===== config.mk =====
export PLATFORM = sky130hd
export DESIGN_NAME = filtered_projection_top
export DESIGN_NICKNAME = d
export VERILOG_FILES = /design/src/hdl/fbp_pkg.sv /design/src/hdl/filtered_projection_top.sv /design/src/hdl/filtered_ram_swap_control.sv /design/src/hdl/filtered_line_ram.sv /design/src/hdl/projection_fir.sv /design/src/hdl/fbp_config_regs.sv
export SDC_FILE = /design/constraint.sdc
export NUM_CORES = 2
export LEC_CHECK = 0
export BUFFER_PORTS_ARGS = -buffer_cell sky130_fd_sc_hd__buf_2
export CORE_ASPECT_RATIO = 1.75
export CORE_MARGIN = 2
export CORE_UTILIZATION = 46
export DETAILED_ROUTE_END_ITERATION = 10
export MAX_ROUTING_LAYER = met4
export PLACE_DENSITY_LB_ADDON = 0.2
export SLEW_MARGIN = 20
export SYNTH_ARGS = -nofsm -noshare
export SYNTH_HDL_FRONTEND = slang
export SYNTH_SLANG_ARGS = --single-unit

===== constraint.sdc =====
create_clock -name clk -period 9.7 [get_ports clk]
set_input_delay 0 -clock clk [delete_from_list [all_inputs] [get_ports clk]]
set_output_delay 0 -clock clk [all_outputs]
set_load 0.05 [all_outputs]

===== src/hdl/fbp_pkg.sv =====
`default_nettype none

package fbp_pkg;

    // raw host sample and filtered sample widths
    localparam int data_len = 12;
    localparam int filt_len = 16;
    // angle index
    localparam int angle_len = 9;
    // signed detector position, also wide enough for line_len
    localparam int s_len = 7;
    // default depth of one line ram
    localparam int max_line = 64;
    // fir coefficients are signed
    localparam int coef_len = 8;
    // config bus fields
    localparam int cfg_addr_len = 9;
    localparam int cfg_data_len = 16;

    // which ram fills and which one is read
    typedef enum logic [1:0] {
        ready_s,
        fill_s,
        fill_and_work_s,
        work_s
    } swap_state_t;

    // register map of the config block
    typedef enum logic [cfg_addr_len-1:0] {
        cfg_coef0    = 9'h000,
        cfg_coef1    = 9'h001,
        cfg_coef2    = 9'h002,
        cfg_line_len = 9'h003
    } cfg_addr_t;

    typedef struct packed {
        logic                    wr;
        cfg_addr_t               addr;
        logic [cfg_data_len-1:0] data;
    } cfg_write_t;

    // coef1 weights the current sample, coef0 and coef2 the two older ones
    typedef struct packed {
        logic signed [coef_len-1:0] coef0;
        logic signed [coef_len-1:0] coef1;
        logic signed [coef_len-1:0] coef2;
    } fir_cfg_t;

    typedef struct packed {
        logic                       valid;
        logic                       last;
        logic signed [data_len-1:0] data;
    } sample_beat_t;

    typedef struct packed {
        logic                       valid;
        logic                       last;
        logic signed [filt_len-1:0] data;
    } filt_beat_t;

endpackage

`default_nettype wire

===== src/hdl/filtered_projection_top.sv =====
`timescale 1ns/1ns
`default_nettype none

module filtered_projection_top
    import fbp_pkg::*;
#(
    parameter int CREDITS  = 4,
    parameter int MAX_LINE = 64
)
(
    input  logic                       clk,
    input  logic                       reset_n,
    input  cfg_write_t                 cfg,
    input  sample_beat_t               sample,
    output logic                       sample_credit,
    input  logic [angle_len-1:0]       angle,
    input  logic                       has_next_angle,
    input  logic                       angle_ack,
    input  logic                       next_angle,
    input  logic signed [s_len-1:0]    pr0_s,
    input  logic signed [s_len-1:0]    pr1_s,
    output logic                       angle_swap,
    output logic [angle_len-1:0]       pr_angle,
    output logic signed [filt_len-1:0] pr0_val,
    output logic signed [filt_len-1:0] pr1_val
);

    fir_cfg_t                   fir_cfg;
    logic [s_len-1:0]           line_len;
    filt_beat_t                 filt;
    logic                       sw0_write_en;
    logic                       sw1_write_en;
    logic                       sw0_fill_kick;
    logic                       sw1_fill_kick;
    logic                       sw0_fill_done;
    logic                       sw1_fill_done;
    logic signed [filt_len-1:0] sw0_pr0_val;
    logic signed [filt_len-1:0] sw0_pr1_val;
    logic signed [filt_len-1:0] sw1_pr0_val;
    logic signed [filt_len-1:0] sw1_pr1_val;

    fbp_config_regs i_fbp_config_regs (
        .clk      (clk),
        .reset_n  (reset_n),
        .cfg      (cfg),
        .fir_cfg  (fir_cfg),
        .line_len (line_len)
    );

    projection_fir i_projection_fir (
        .clk     (clk),
        .reset_n (reset_n),
        .sample  (sample),
        .fir_cfg (fir_cfg),
        .filt    (filt)
    );

    // ping-pong pair, both see every filtered beat
    filtered_line_ram #(.MAX_LINE(MAX_LINE)) i_sw0 (
        .clk       (clk),
        .reset_n   (reset_n),
        .fill_kick (sw0_fill_kick),
        .filt      (filt),
        .write_en  (sw0_write_en),
        .line_len  (line_len),
        .pr0_s     (pr0_s),
        .pr1_s     (pr1_s),
        .fill_done (sw0_fill_done),
        .pr0_val   (sw0_pr0_val),
        .pr1_val   (sw0_pr1_val)
    );

    filtered_line_ram #(.MAX_LINE(MAX_LINE)) i_sw1 (
        .clk       (clk),
        .reset_n   (reset_n),
        .fill_kick (sw1_fill_kick),
        .filt      (filt),
        .write_en  (sw1_write_en),
        .line_len  (line_len),
        .pr0_s     (pr0_s),
        .pr1_s     (pr1_s),
        .fill_done (sw1_fill_done),
        .pr0_val   (sw1_pr0_val),
        .pr1_val   (sw1_pr1_val)
    );

    filtered_ram_swap_control #(.CREDITS(CREDITS)) i_swap_control (
        .clk            (clk),
        .reset_n        (reset_n),
        .sample_valid   (sample.valid),
        .angle          (angle),
        .has_next_angle (has_next_angle),
        .angle_ack      (angle_ack),
        .next_angle     (next_angle),
        .sw0_fill_done  (sw0_fill_done),
        .sw1_fill_done  (sw1_fill_done),
        .sw0_pr0_val    (sw0_pr0_val),
        .sw0_pr1_val    (sw0_pr1_val),
        .sw1_pr0_val    (sw1_pr0_val),
        .sw1_pr1_val    (sw1_pr1_val),
        .sw0_write_en   (sw0_write_en),
        .sw1_write_en   (sw1_write_en),
        .sw0_fill_kick  (sw0_fill_kick),
        .sw1_fill_kick  (sw1_fill_kick),
        .sample_credit  (sample_credit),
        .angle_swap     (angle_swap),
        .pr_angle       (pr_angle),
        .pr0_val        (pr0_val),
        .pr1_val        (pr1_val),
        .state          ()
    );

endmodule

`default_nettype wire


===== src/hdl/filtered_ram_swap_control.sv =====
`timescale 1ns/1ns
`default_nettype none

module filtered_ram_swap_control
    import fbp_pkg::*;
#(
    parameter int CREDITS = 4
)
(
    input  logic                       clk,
    input  logic                       reset_n,
    input  logic                       sample_valid,
    input  logic [angle_len-1:0]       angle,
    input  logic                       has_next_angle,
    input  logic                       angle_ack,
    input  logic                       next_angle,
    input  logic                       sw0_fill_done,
    input  logic                       sw1_fill_done,
    input  logic signed [filt_len-1:0] sw0_pr0_val,
    input  logic signed [filt_len-1:0] sw0_pr1_val,
    input  logic signed [filt_len-1:0] sw1_pr0_val,
    input  logic signed [filt_len-1:0] sw1_pr1_val,
    output logic                       sw0_write_en,
    output logic                       sw1_write_en,
    output logic                       sw0_fill_kick,
    output logic                       sw1_fill_kick,
    output logic                       sample_credit,
    output logic                       angle_swap,
    output logic [angle_len-1:0]       pr_angle,
    output logic signed [filt_len-1:0] pr0_val,
    output logic signed [filt_len-1:0] pr1_val,
    output swap_state_t                state
);

    localparam int owed_len = $clog2(CREDITS + 1);

    // sw_sel 0 means sw0 is read and sw1 fills, 1 the other way round
    logic                 sw_sel;
    logic                 fill_done;
    logic                 swap;
    logic                 ack_seen;
    logic [angle_len-1:0] ack_angle;
    logic                 ram_free;
    logic                 credit_now;
    logic [owed_len-1:0]  owed;
    swap_state_t          next_state;

    assign fill_done = sw_sel ? sw0_fill_done : sw1_fill_done;

    // line complete, host acked it, processing wants the next one
    assign swap       = ack_seen && next_angle && fill_done;
    assign angle_swap = swap;

    assign sw0_write_en = sw_sel;
    assign sw1_write_en = !sw_sel;
    // the ram leaving work is cleared to fill next
    assign sw0_fill_kick = swap && !sw_sel;
    assign sw1_fill_kick = swap && sw_sel;

    // working ram to the processing side
    assign pr0_val = sw_sel ? sw1_pr0_val : sw0_pr0_val;
    assign pr1_val = sw_sel ? sw1_pr1_val : sw0_pr1_val;

    // credits only while the filling ram can still take the line
    assign ram_free   = (state != work_s) && !fill_done;
    assign credit_now = ram_free && (sample_valid || owed != '0);

    always_comb
    begin
        next_state = state;
        case (state)
            ready_s:
                if (angle_ack)
                    next_state = fill_s;
            fill_s, fill_and_work_s:
                if (swap)
                    next_state = has_next_angle ? fill_and_work_s : work_s;
            work_s:
                if (next_angle)
                    next_state = ready_s;
            default:
                next_state = ready_s;
        endcase
    end

    always_ff @(posedge clk)
    begin
        if (!reset_n)
        begin
            state         <= ready_s;
            sw_sel        <= 1'b0;
            ack_seen      <= 1'b0;
            owed          <= '0;
            sample_credit <= 1'b0;
        end
        else
        begin
            state <= next_state;
            if (swap)
                sw_sel <= !sw_sel;
            // a new ack wins over the clear of the old one
            if (angle_ack)
                ack_seen <= 1'b1;
            else if (swap)
                ack_seen <= 1'b0;
            // withheld credits are paid back once a ram is free
            sample_credit <= credit_now;
            owed          <= owed + owed_len'(sample_valid) - owed_len'(credit_now);
        end
    end

    // angle of the line being filled, then of the working line
    always_ff @(posedge clk)
    begin
        if (angle_ack)
            ack_angle <= angle;
        if (swap)
            pr_angle <= ack_angle;
    end

endmodule

`default_nettype wire


===== src/hdl/filtered_line_ram.sv =====
`timescale 1ns/1ns
`default_nettype none

module filtered_line_ram
    import fbp_pkg::*;
#(
    parameter int MAX_LINE = max_line
)
(
    input  logic                       clk,
    input  logic                       reset_n,
    input  logic                       fill_kick,
    input  filt_beat_t                 filt,
    input  logic                       write_en,
    input  logic [s_len-1:0]           line_len,
    input  logic signed [s_len-1:0]    pr0_s,
    input  logic signed [s_len-1:0]    pr1_s,
    output logic                       fill_done,
    output logic signed [filt_len-1:0] pr0_val,
    output logic signed [filt_len-1:0] pr1_val
);

    localparam int addr_len = $clog2(MAX_LINE);

    logic signed [filt_len-1:0] mem [MAX_LINE];
    logic [addr_len-1:0]        wr_addr;
    logic                       wr_fire;

    // s must be non-negative and inside both the line and the ram
    function automatic logic s_in_line(input logic signed [s_len-1:0] s);
        logic [s_len-1:0] u;
        u = s;
        return !s[s_len-1] && (u < line_len) && (u < MAX_LINE);
    endfunction

    // a finished line is protected from stray beats
    assign wr_fire = write_en && filt.valid && !fill_done;

    // fill counter and done flag
    always_ff @(posedge clk)
    begin
        if (!reset_n)
        begin
            wr_addr   <= '0;
            fill_done <= 1'b0;
        end
        else if (fill_kick)
        begin
            // rearm for the next line
            wr_addr   <= '0;
            fill_done <= 1'b0;
        end
        else if (wr_fire)
        begin
            wr_addr <= wr_addr + 1'b1;
            if (filt.last)
                fill_done <= 1'b1;
        end
    end

    always_ff @(posedge clk)
    begin
        if (wr_fire)
            mem[wr_addr] <= filt.data;
    end

    // two registered read ports, zero outside the line
    always_ff @(posedge clk)
    begin
        if (s_in_line(pr0_s))
            pr0_val <= mem[addr_len'(pr0_s)];
        else
            pr0_val <= '0;
        if (s_in_line(pr1_s))
            pr1_val <= mem[addr_len'(pr1_s)];
        else
            pr1_val <= '0;
    end

endmodule

`default_nettype wire


===== src/hdl/projection_fir.sv =====
`timescale 1ns/1ns
`default_nettype none

module projection_fir
    import fbp_pkg::*;
(
    input  logic         clk,
    input  logic         reset_n,
    input  sample_beat_t sample,
    input  fir_cfg_t     fir_cfg,
    output filt_beat_t   filt
);

    // full precision sum of three products
    localparam int acc_len = data_len + coef_len + 2;

    logic signed [data_len-1:0] x0;
    logic signed [data_len-1:0] x1;
    logic signed [data_len-1:0] x2;
    logic signed [acc_len-1:0]  acc;
    logic signed [filt_len-1:0] sat;
    logic                       valid_q;
    logic                       last_q;
    logic signed [filt_len-1:0] data_q;

    assign x0 = sample.data;

    // coef1 on the current sample so 0,1,0 passes the line through
    assign acc = fir_cfg.coef1 * x0 + fir_cfg.coef0 * x1 + fir_cfg.coef2 * x2;

    // clamp when the bits above the sign do not agree
    always_comb
    begin
        if (&acc[acc_len-1:filt_len-1] || ~|acc[acc_len-1:filt_len-1])
            sat = acc[filt_len-1:0];
        else if (acc[acc_len-1])
            sat = {1'b1, {(filt_len-1){1'b0}}};
        else
            sat = {1'b0, {(filt_len-1){1'b1}}};
    end

    // history and beat flags
    always_ff @(posedge clk)
    begin
        if (!reset_n)
        begin
            x1      <= '0;
            x2      <= '0;
            valid_q <= 1'b0;
            last_q  <= 1'b0;
        end
        else
        begin
            valid_q <= sample.valid;
            last_q  <= sample.valid && sample.last;
            if (sample.valid)
            begin
                // next line starts from zero history
                if (sample.last)
                begin
                    x1 <= '0;
                    x2 <= '0;
                end
                else
                begin
                    x1 <= x0;
                    x2 <= x1;
                end
            end
        end
    end

    always_ff @(posedge clk)
    begin
        if (sample.valid)
            data_q <= sat;
    end

    assign filt = '{valid: valid_q, last: last_q, data: data_q};

endmodule

`default_nettype wire


===== src/hdl/fbp_config_regs.sv =====
`timescale 1ns/1ns
`default_nettype none

module fbp_config_regs
    import fbp_pkg::*;
(
    input  logic             clk,
    input  logic             reset_n,
    input  cfg_write_t       cfg,
    output fir_cfg_t         fir_cfg,
    output logic [s_len-1:0] line_len
);

    // identity filter and a 16 sample line out of reset
    localparam logic [s_len-1:0] line_len_rst = s_len'(16);

    always_ff @(posedge clk)
    begin
        if (!reset_n)
        begin
            fir_cfg.coef0 <= '0;
            fir_cfg.coef1 <= coef_len'(1);
            fir_cfg.coef2 <= '0;
            line_len      <= line_len_rst;
        end
        else if (cfg.wr)
        begin
            // one register per strobe, low bits of the data field
            case (cfg.addr)
                cfg_coef0:
                    fir_cfg.coef0 <= cfg.data[coef_len-1:0];
                cfg_coef1:
                    fir_cfg.coef1 <= cfg.data[coef_len-1:0];
                cfg_coef2:
                    fir_cfg.coef2 <= cfg.data[coef_len-1:0];
                cfg_line_len:
                    line_len <= cfg.data[s_len-1:0];
                default:
                begin
                    // unmapped address, nothing changes
                    line_len <= line_len;
                end
            endcase
        end
    end

endmodule

`default_nettype wire


==> metrics.md <==
| Metric | Value |
|---|---|
| Period utilization | `84.1%` |
| Hold buffer count at CTS | `91` |
| Depth of the CTS H-tree | `4` |
| Vias after detailed routing | `60,500` |
| RSZ-0062 raised after global routing | `false` |
| CTS tree | `yes` |
| First-pass GRT wire length | `476,000 um` |
| Slew HR | `22.5%` |
| Largest net degree at the start of global routing | `130` |
| Vias per cell | `6.33` |
| Drt drc | `0` |
| Mapped Nets | `between 6,000 and 7,000` |
| Peak supply drop | `~0.00014 V` |
| Slew @ Worst Pin | `1.16 ns` |
| Initial DRC Count | `between 6,000 and 7,000` |
| Setup slack, reg-to-reg | `1.54 ns` |
| Clock sinks | `between 2,000 and 2,500` |
| Post-CTS sizing | `0` |
| Clock skew | `0.0571 ns` |
| Setup repair bufs after CTS | `0` |
| Initial antenna violation count | `33` |
| Worst Hold End | `i_fbp_config_regs.fir_cfg[17]$_SDFFE_PN0P_` |
| WL per Instance | `35.1 um` |
| Worst Hold Class | `in2reg` |
| Setup crit end kind | `flop` |
| Total grt overflow | `0` |
| Most used DFF post-synth | `edfxtp_1` |
| Fin crit period | `a little over 8 ns` |
| Core region area | `around 0.24 mm2` |
| Clk root buf | `clkbuf_16` |
| GRT Total Usage | `between 20 and 30%` |
| Fin nets | `6,570` |
| Post-synthesis sequential area ratio | `approximately three fifths` |
| Achievable Freq | `0.123 GHz` |
| Post-route ant nets | `0` |
| Number of distinct library cells after synthesis | `69` |
| TritonRoute pass-1 iters | `5` |
| Worst hold slack | `0.0670 ns` |
| Fin Setup TNS | `0 ns` |
| CP bufs+invs | `4` |
| Synthesized area | `0.113 mm2` |
| R2R cell count | `26` |
| Status | `finished clean` |
| Crit Path Class | `reg2reg` |
| EDFF count, synth | `2,082` |
| Row count | `240` |
| Detailed Place HPWL | `around 210,000 um` |
| Number of port buffers | `102` |
| Placer Congestion | `0.875` |
| Hold-critical path depth | `4` |
| Clock Pin Slew Worst Setup and Hold Paths | `0.06 ns` |
| Cells after Synth | `slightly below 6,000` |
| CP max-delay cell | `o41ai_4` |
| Min-delay src | `cfg[1]` |
| Max Cap Viol | `0` |
| Final setup fails | `0` |
| Clk_lat worst skew | `slightly below 0.9 ns` |
| Vias in the first global route | `between 60,000 and 70,000` |
| WL final | `335,000 um` |
| Initial Util | `~46%` |
| Syn. warnings | `0` |
| Synth-to-layout area growth | `11.1%` |
| Async SR Flop Fraction | `0%` |
| CP most frequent cell | `fa_1` |
| Total CTS buffers | `209` |
| LEAKAGE | `41.4 nW` |
| Required time worst endpoint | `between 10 and 15 ns` |
| Crit Path Max Fanout | `15` |
| DIE WIDTH | `378 um` |
| Crit path max-delay family | `adder cells` |
| Die height | `around 660 um` |
| Final hold vios | `0` |
| Final Max Slew Viols | `0` |
| Power density over the cells | `165 mW/mm2` |
| Layout Utilization | `51.3%` |
| Reg2reg end | `i_projection_fir.data_q[4]$_DFFE_PP_` |
| Worst r2r src | `i_fbp_config_regs.fir_cfg[23]$_SDFFE_PN0P_` |
| Max stage delay on crit path | `0.62 ns` |
| Num ports | `approximately 110` |
| Worst EP arrival | `8.71 ns` |
| Deepest clock path buffer count | `4` |
| Share of cells above drive strength 1 | `33.1%` |
| Die footprint | `0.249 mm2` |
| FF+latch count, synth | `2,225` |
| Crit path launch type | `flop` |
| Mapped Avg Cell Area | `19.0 um2` |
synth_stat cells (26+ instances only):
cell type / n / area (um2)
and2_1: 218 / 1360
and3_1: 72 / 450
dfxtp_1: 143 / 2860
nor2b_1: 26 / 163
mux2_2: 34 / 383
inv_1: 435 / 1630
a21oi_1: 50 / 250
nand2_1: 172 / 646
xnor2_1: 47 / 412
buf_1: 50 / 188
xor2_1: 43 / 377
nor2_1: 184 / 691
mux4_2: 1341 / 30200
clkbuf_1: 224 / 841
buf_2: 99 / 495
fa_1: 259 / 5180
edfxtp_1: 2082 / 62500
ha_1: 149 / 1860
power by group:
group	internal, mW	leakage, nW	switching [mW]	total, mW
Sequential	10.6	19.8	0.0414	10.6
Combinational	0.765	18.4	1.11	1.88
Clock	4.49	3.19	3.66	8.15
worst min-delay path, stage by stage:
cell           delay [ns]
dlygate4sd3_1        0.53
buf_2                0.18
nand2_1              0.06
a21boi_0             0.08
area by class of cell:
type | count | area [um2]
sequential | 2225 | 65400
antenna | 29 | 72.6
timing repair buffer | 342 | 2780
multi-input combinational | 2878 | 44700
tap | 3267 | 4090
clock inverter | 93 | 872
inverter | 438 | 1640
clock buffer | 277 | 5660
fill | 19500 | 119000
metal layers:
metal | GRT usage, % | up-vias | wire, um
li1 | - | 24400 | -
met1 | 31.4 | 33100 | 112000
met2 | 49.0 | 2347 | 182000
met3 | 3.79 | 608 | 20800
met4 | 15.0 | 0 | 20100
met5 | - | - | 0
state kept, by name (all words and copies together) (netlist names), 7 cells and up:
signal / flops
i_projection_fir.x2: 12
i_sw1.pr1_val: 16
i_sw1.pr0_val: 16
i_projection_fir.x1: 12
i_fbp_config_regs.fir_cfg: 24
i_sw0.pr1_val: 16
i_swap_control.pr_angle: 9
i_fbp_config_regs.line_len: 7
i_projection_fir.data_q: 16
i_swap_control.ack_angle: 9
i_sw0.mem: 1024
i_sw0.pr0_val: 16
i_sw1.mem: 1024
worst max-delay path by stage:
stage | to | startpoint | slack, ns | cells past startpoint
floorplan | i_projection_fir.data_q[0]$_DFFE_PP_ | i_fbp_config_regs.fir_cfg[19]$_SDFFE_PN0P_ | 2.66 | 28
global placement | i_projection_fir.data_q[4]$_DFFE_PP_ | i_fbp_config_regs.fir_cfg[23]$_SDFFE_PN0P_ | 1.54 | 26
detailed placement | i_projection_fir.data_q[4]$_DFFE_PP_ | i_fbp_config_regs.fir_cfg[23]$_SDFFE_PN0P_ | 1.50 | 26
CTS | i_projection_fir.data_q[4]$_DFFE_PP_ | i_fbp_config_regs.fir_cfg[23]$_SDFFE_PN0P_ | 1.48 | 26
global route | i_projection_fir.data_q[4]$_DFFE_PP_ | i_fbp_config_regs.fir_cfg[23]$_SDFFE_PN0P_ | 0.86 | 26
finish | i_projection_fir.data_q[4]$_DFFE_PP_ | i_fbp_config_regs.fir_cfg[23]$_SDFFE_PN0P_ | 1.54 | 26
placed cells by master (no fill, tap or decap), types with 19 or more instances in the layout:
cell and instances:
o22ai_1 24, inv_1 435, mux2_2 34, clkinv_2 35, buf_2 92, mux2i_1 21
nor2_4 68, o21ai_0 22, nor2_1 56, clkbuf_16 215, mux4_2 1341, nor2_2 60
and3_1 72, nand3_1 19, and2_1 218, dfxtp_1 142, edfxtp_1 2082, xor2_1 43
ha_1 149, a21oi_1 50, buf_4 139, dlygate4sd3_1 91, fa_1 259, diode_2 29
xnor2_1 47, clkbuf_1 56, nand2_1 172, nor2b_1 25, clkinv_1 32
metrics by stage:
stage               instance area (um2)  instances  power [mW]  setup slack [ns]
floorplan                        113000       5931        12.0              2.66
global placement                 118000       9057        12.6              1.54
detailed placement               118000       9057        12.7              1.50
CTS                              125000       9518        20.8              1.48
global route                     125000       9543        21.1             0.864
finish                           125000       9549        20.6              1.54
cell families (layout without fill, tap and decap cells):
logic type	Yosys count	after routing	synth area share, %
AOI/OAI and AO/OA	205	205	1.23
xor gates and xnor gates	90	90	0.699
adders and majority gates	408	408	6.25
buffers and inverters	828	1150	2.95
DFF	2225	2225	58.0
muxes	1396	1396	27.3
other	0	29	0
and+or+nand+nor	779	779	3.54
Power figures use the tool's default switching activity.
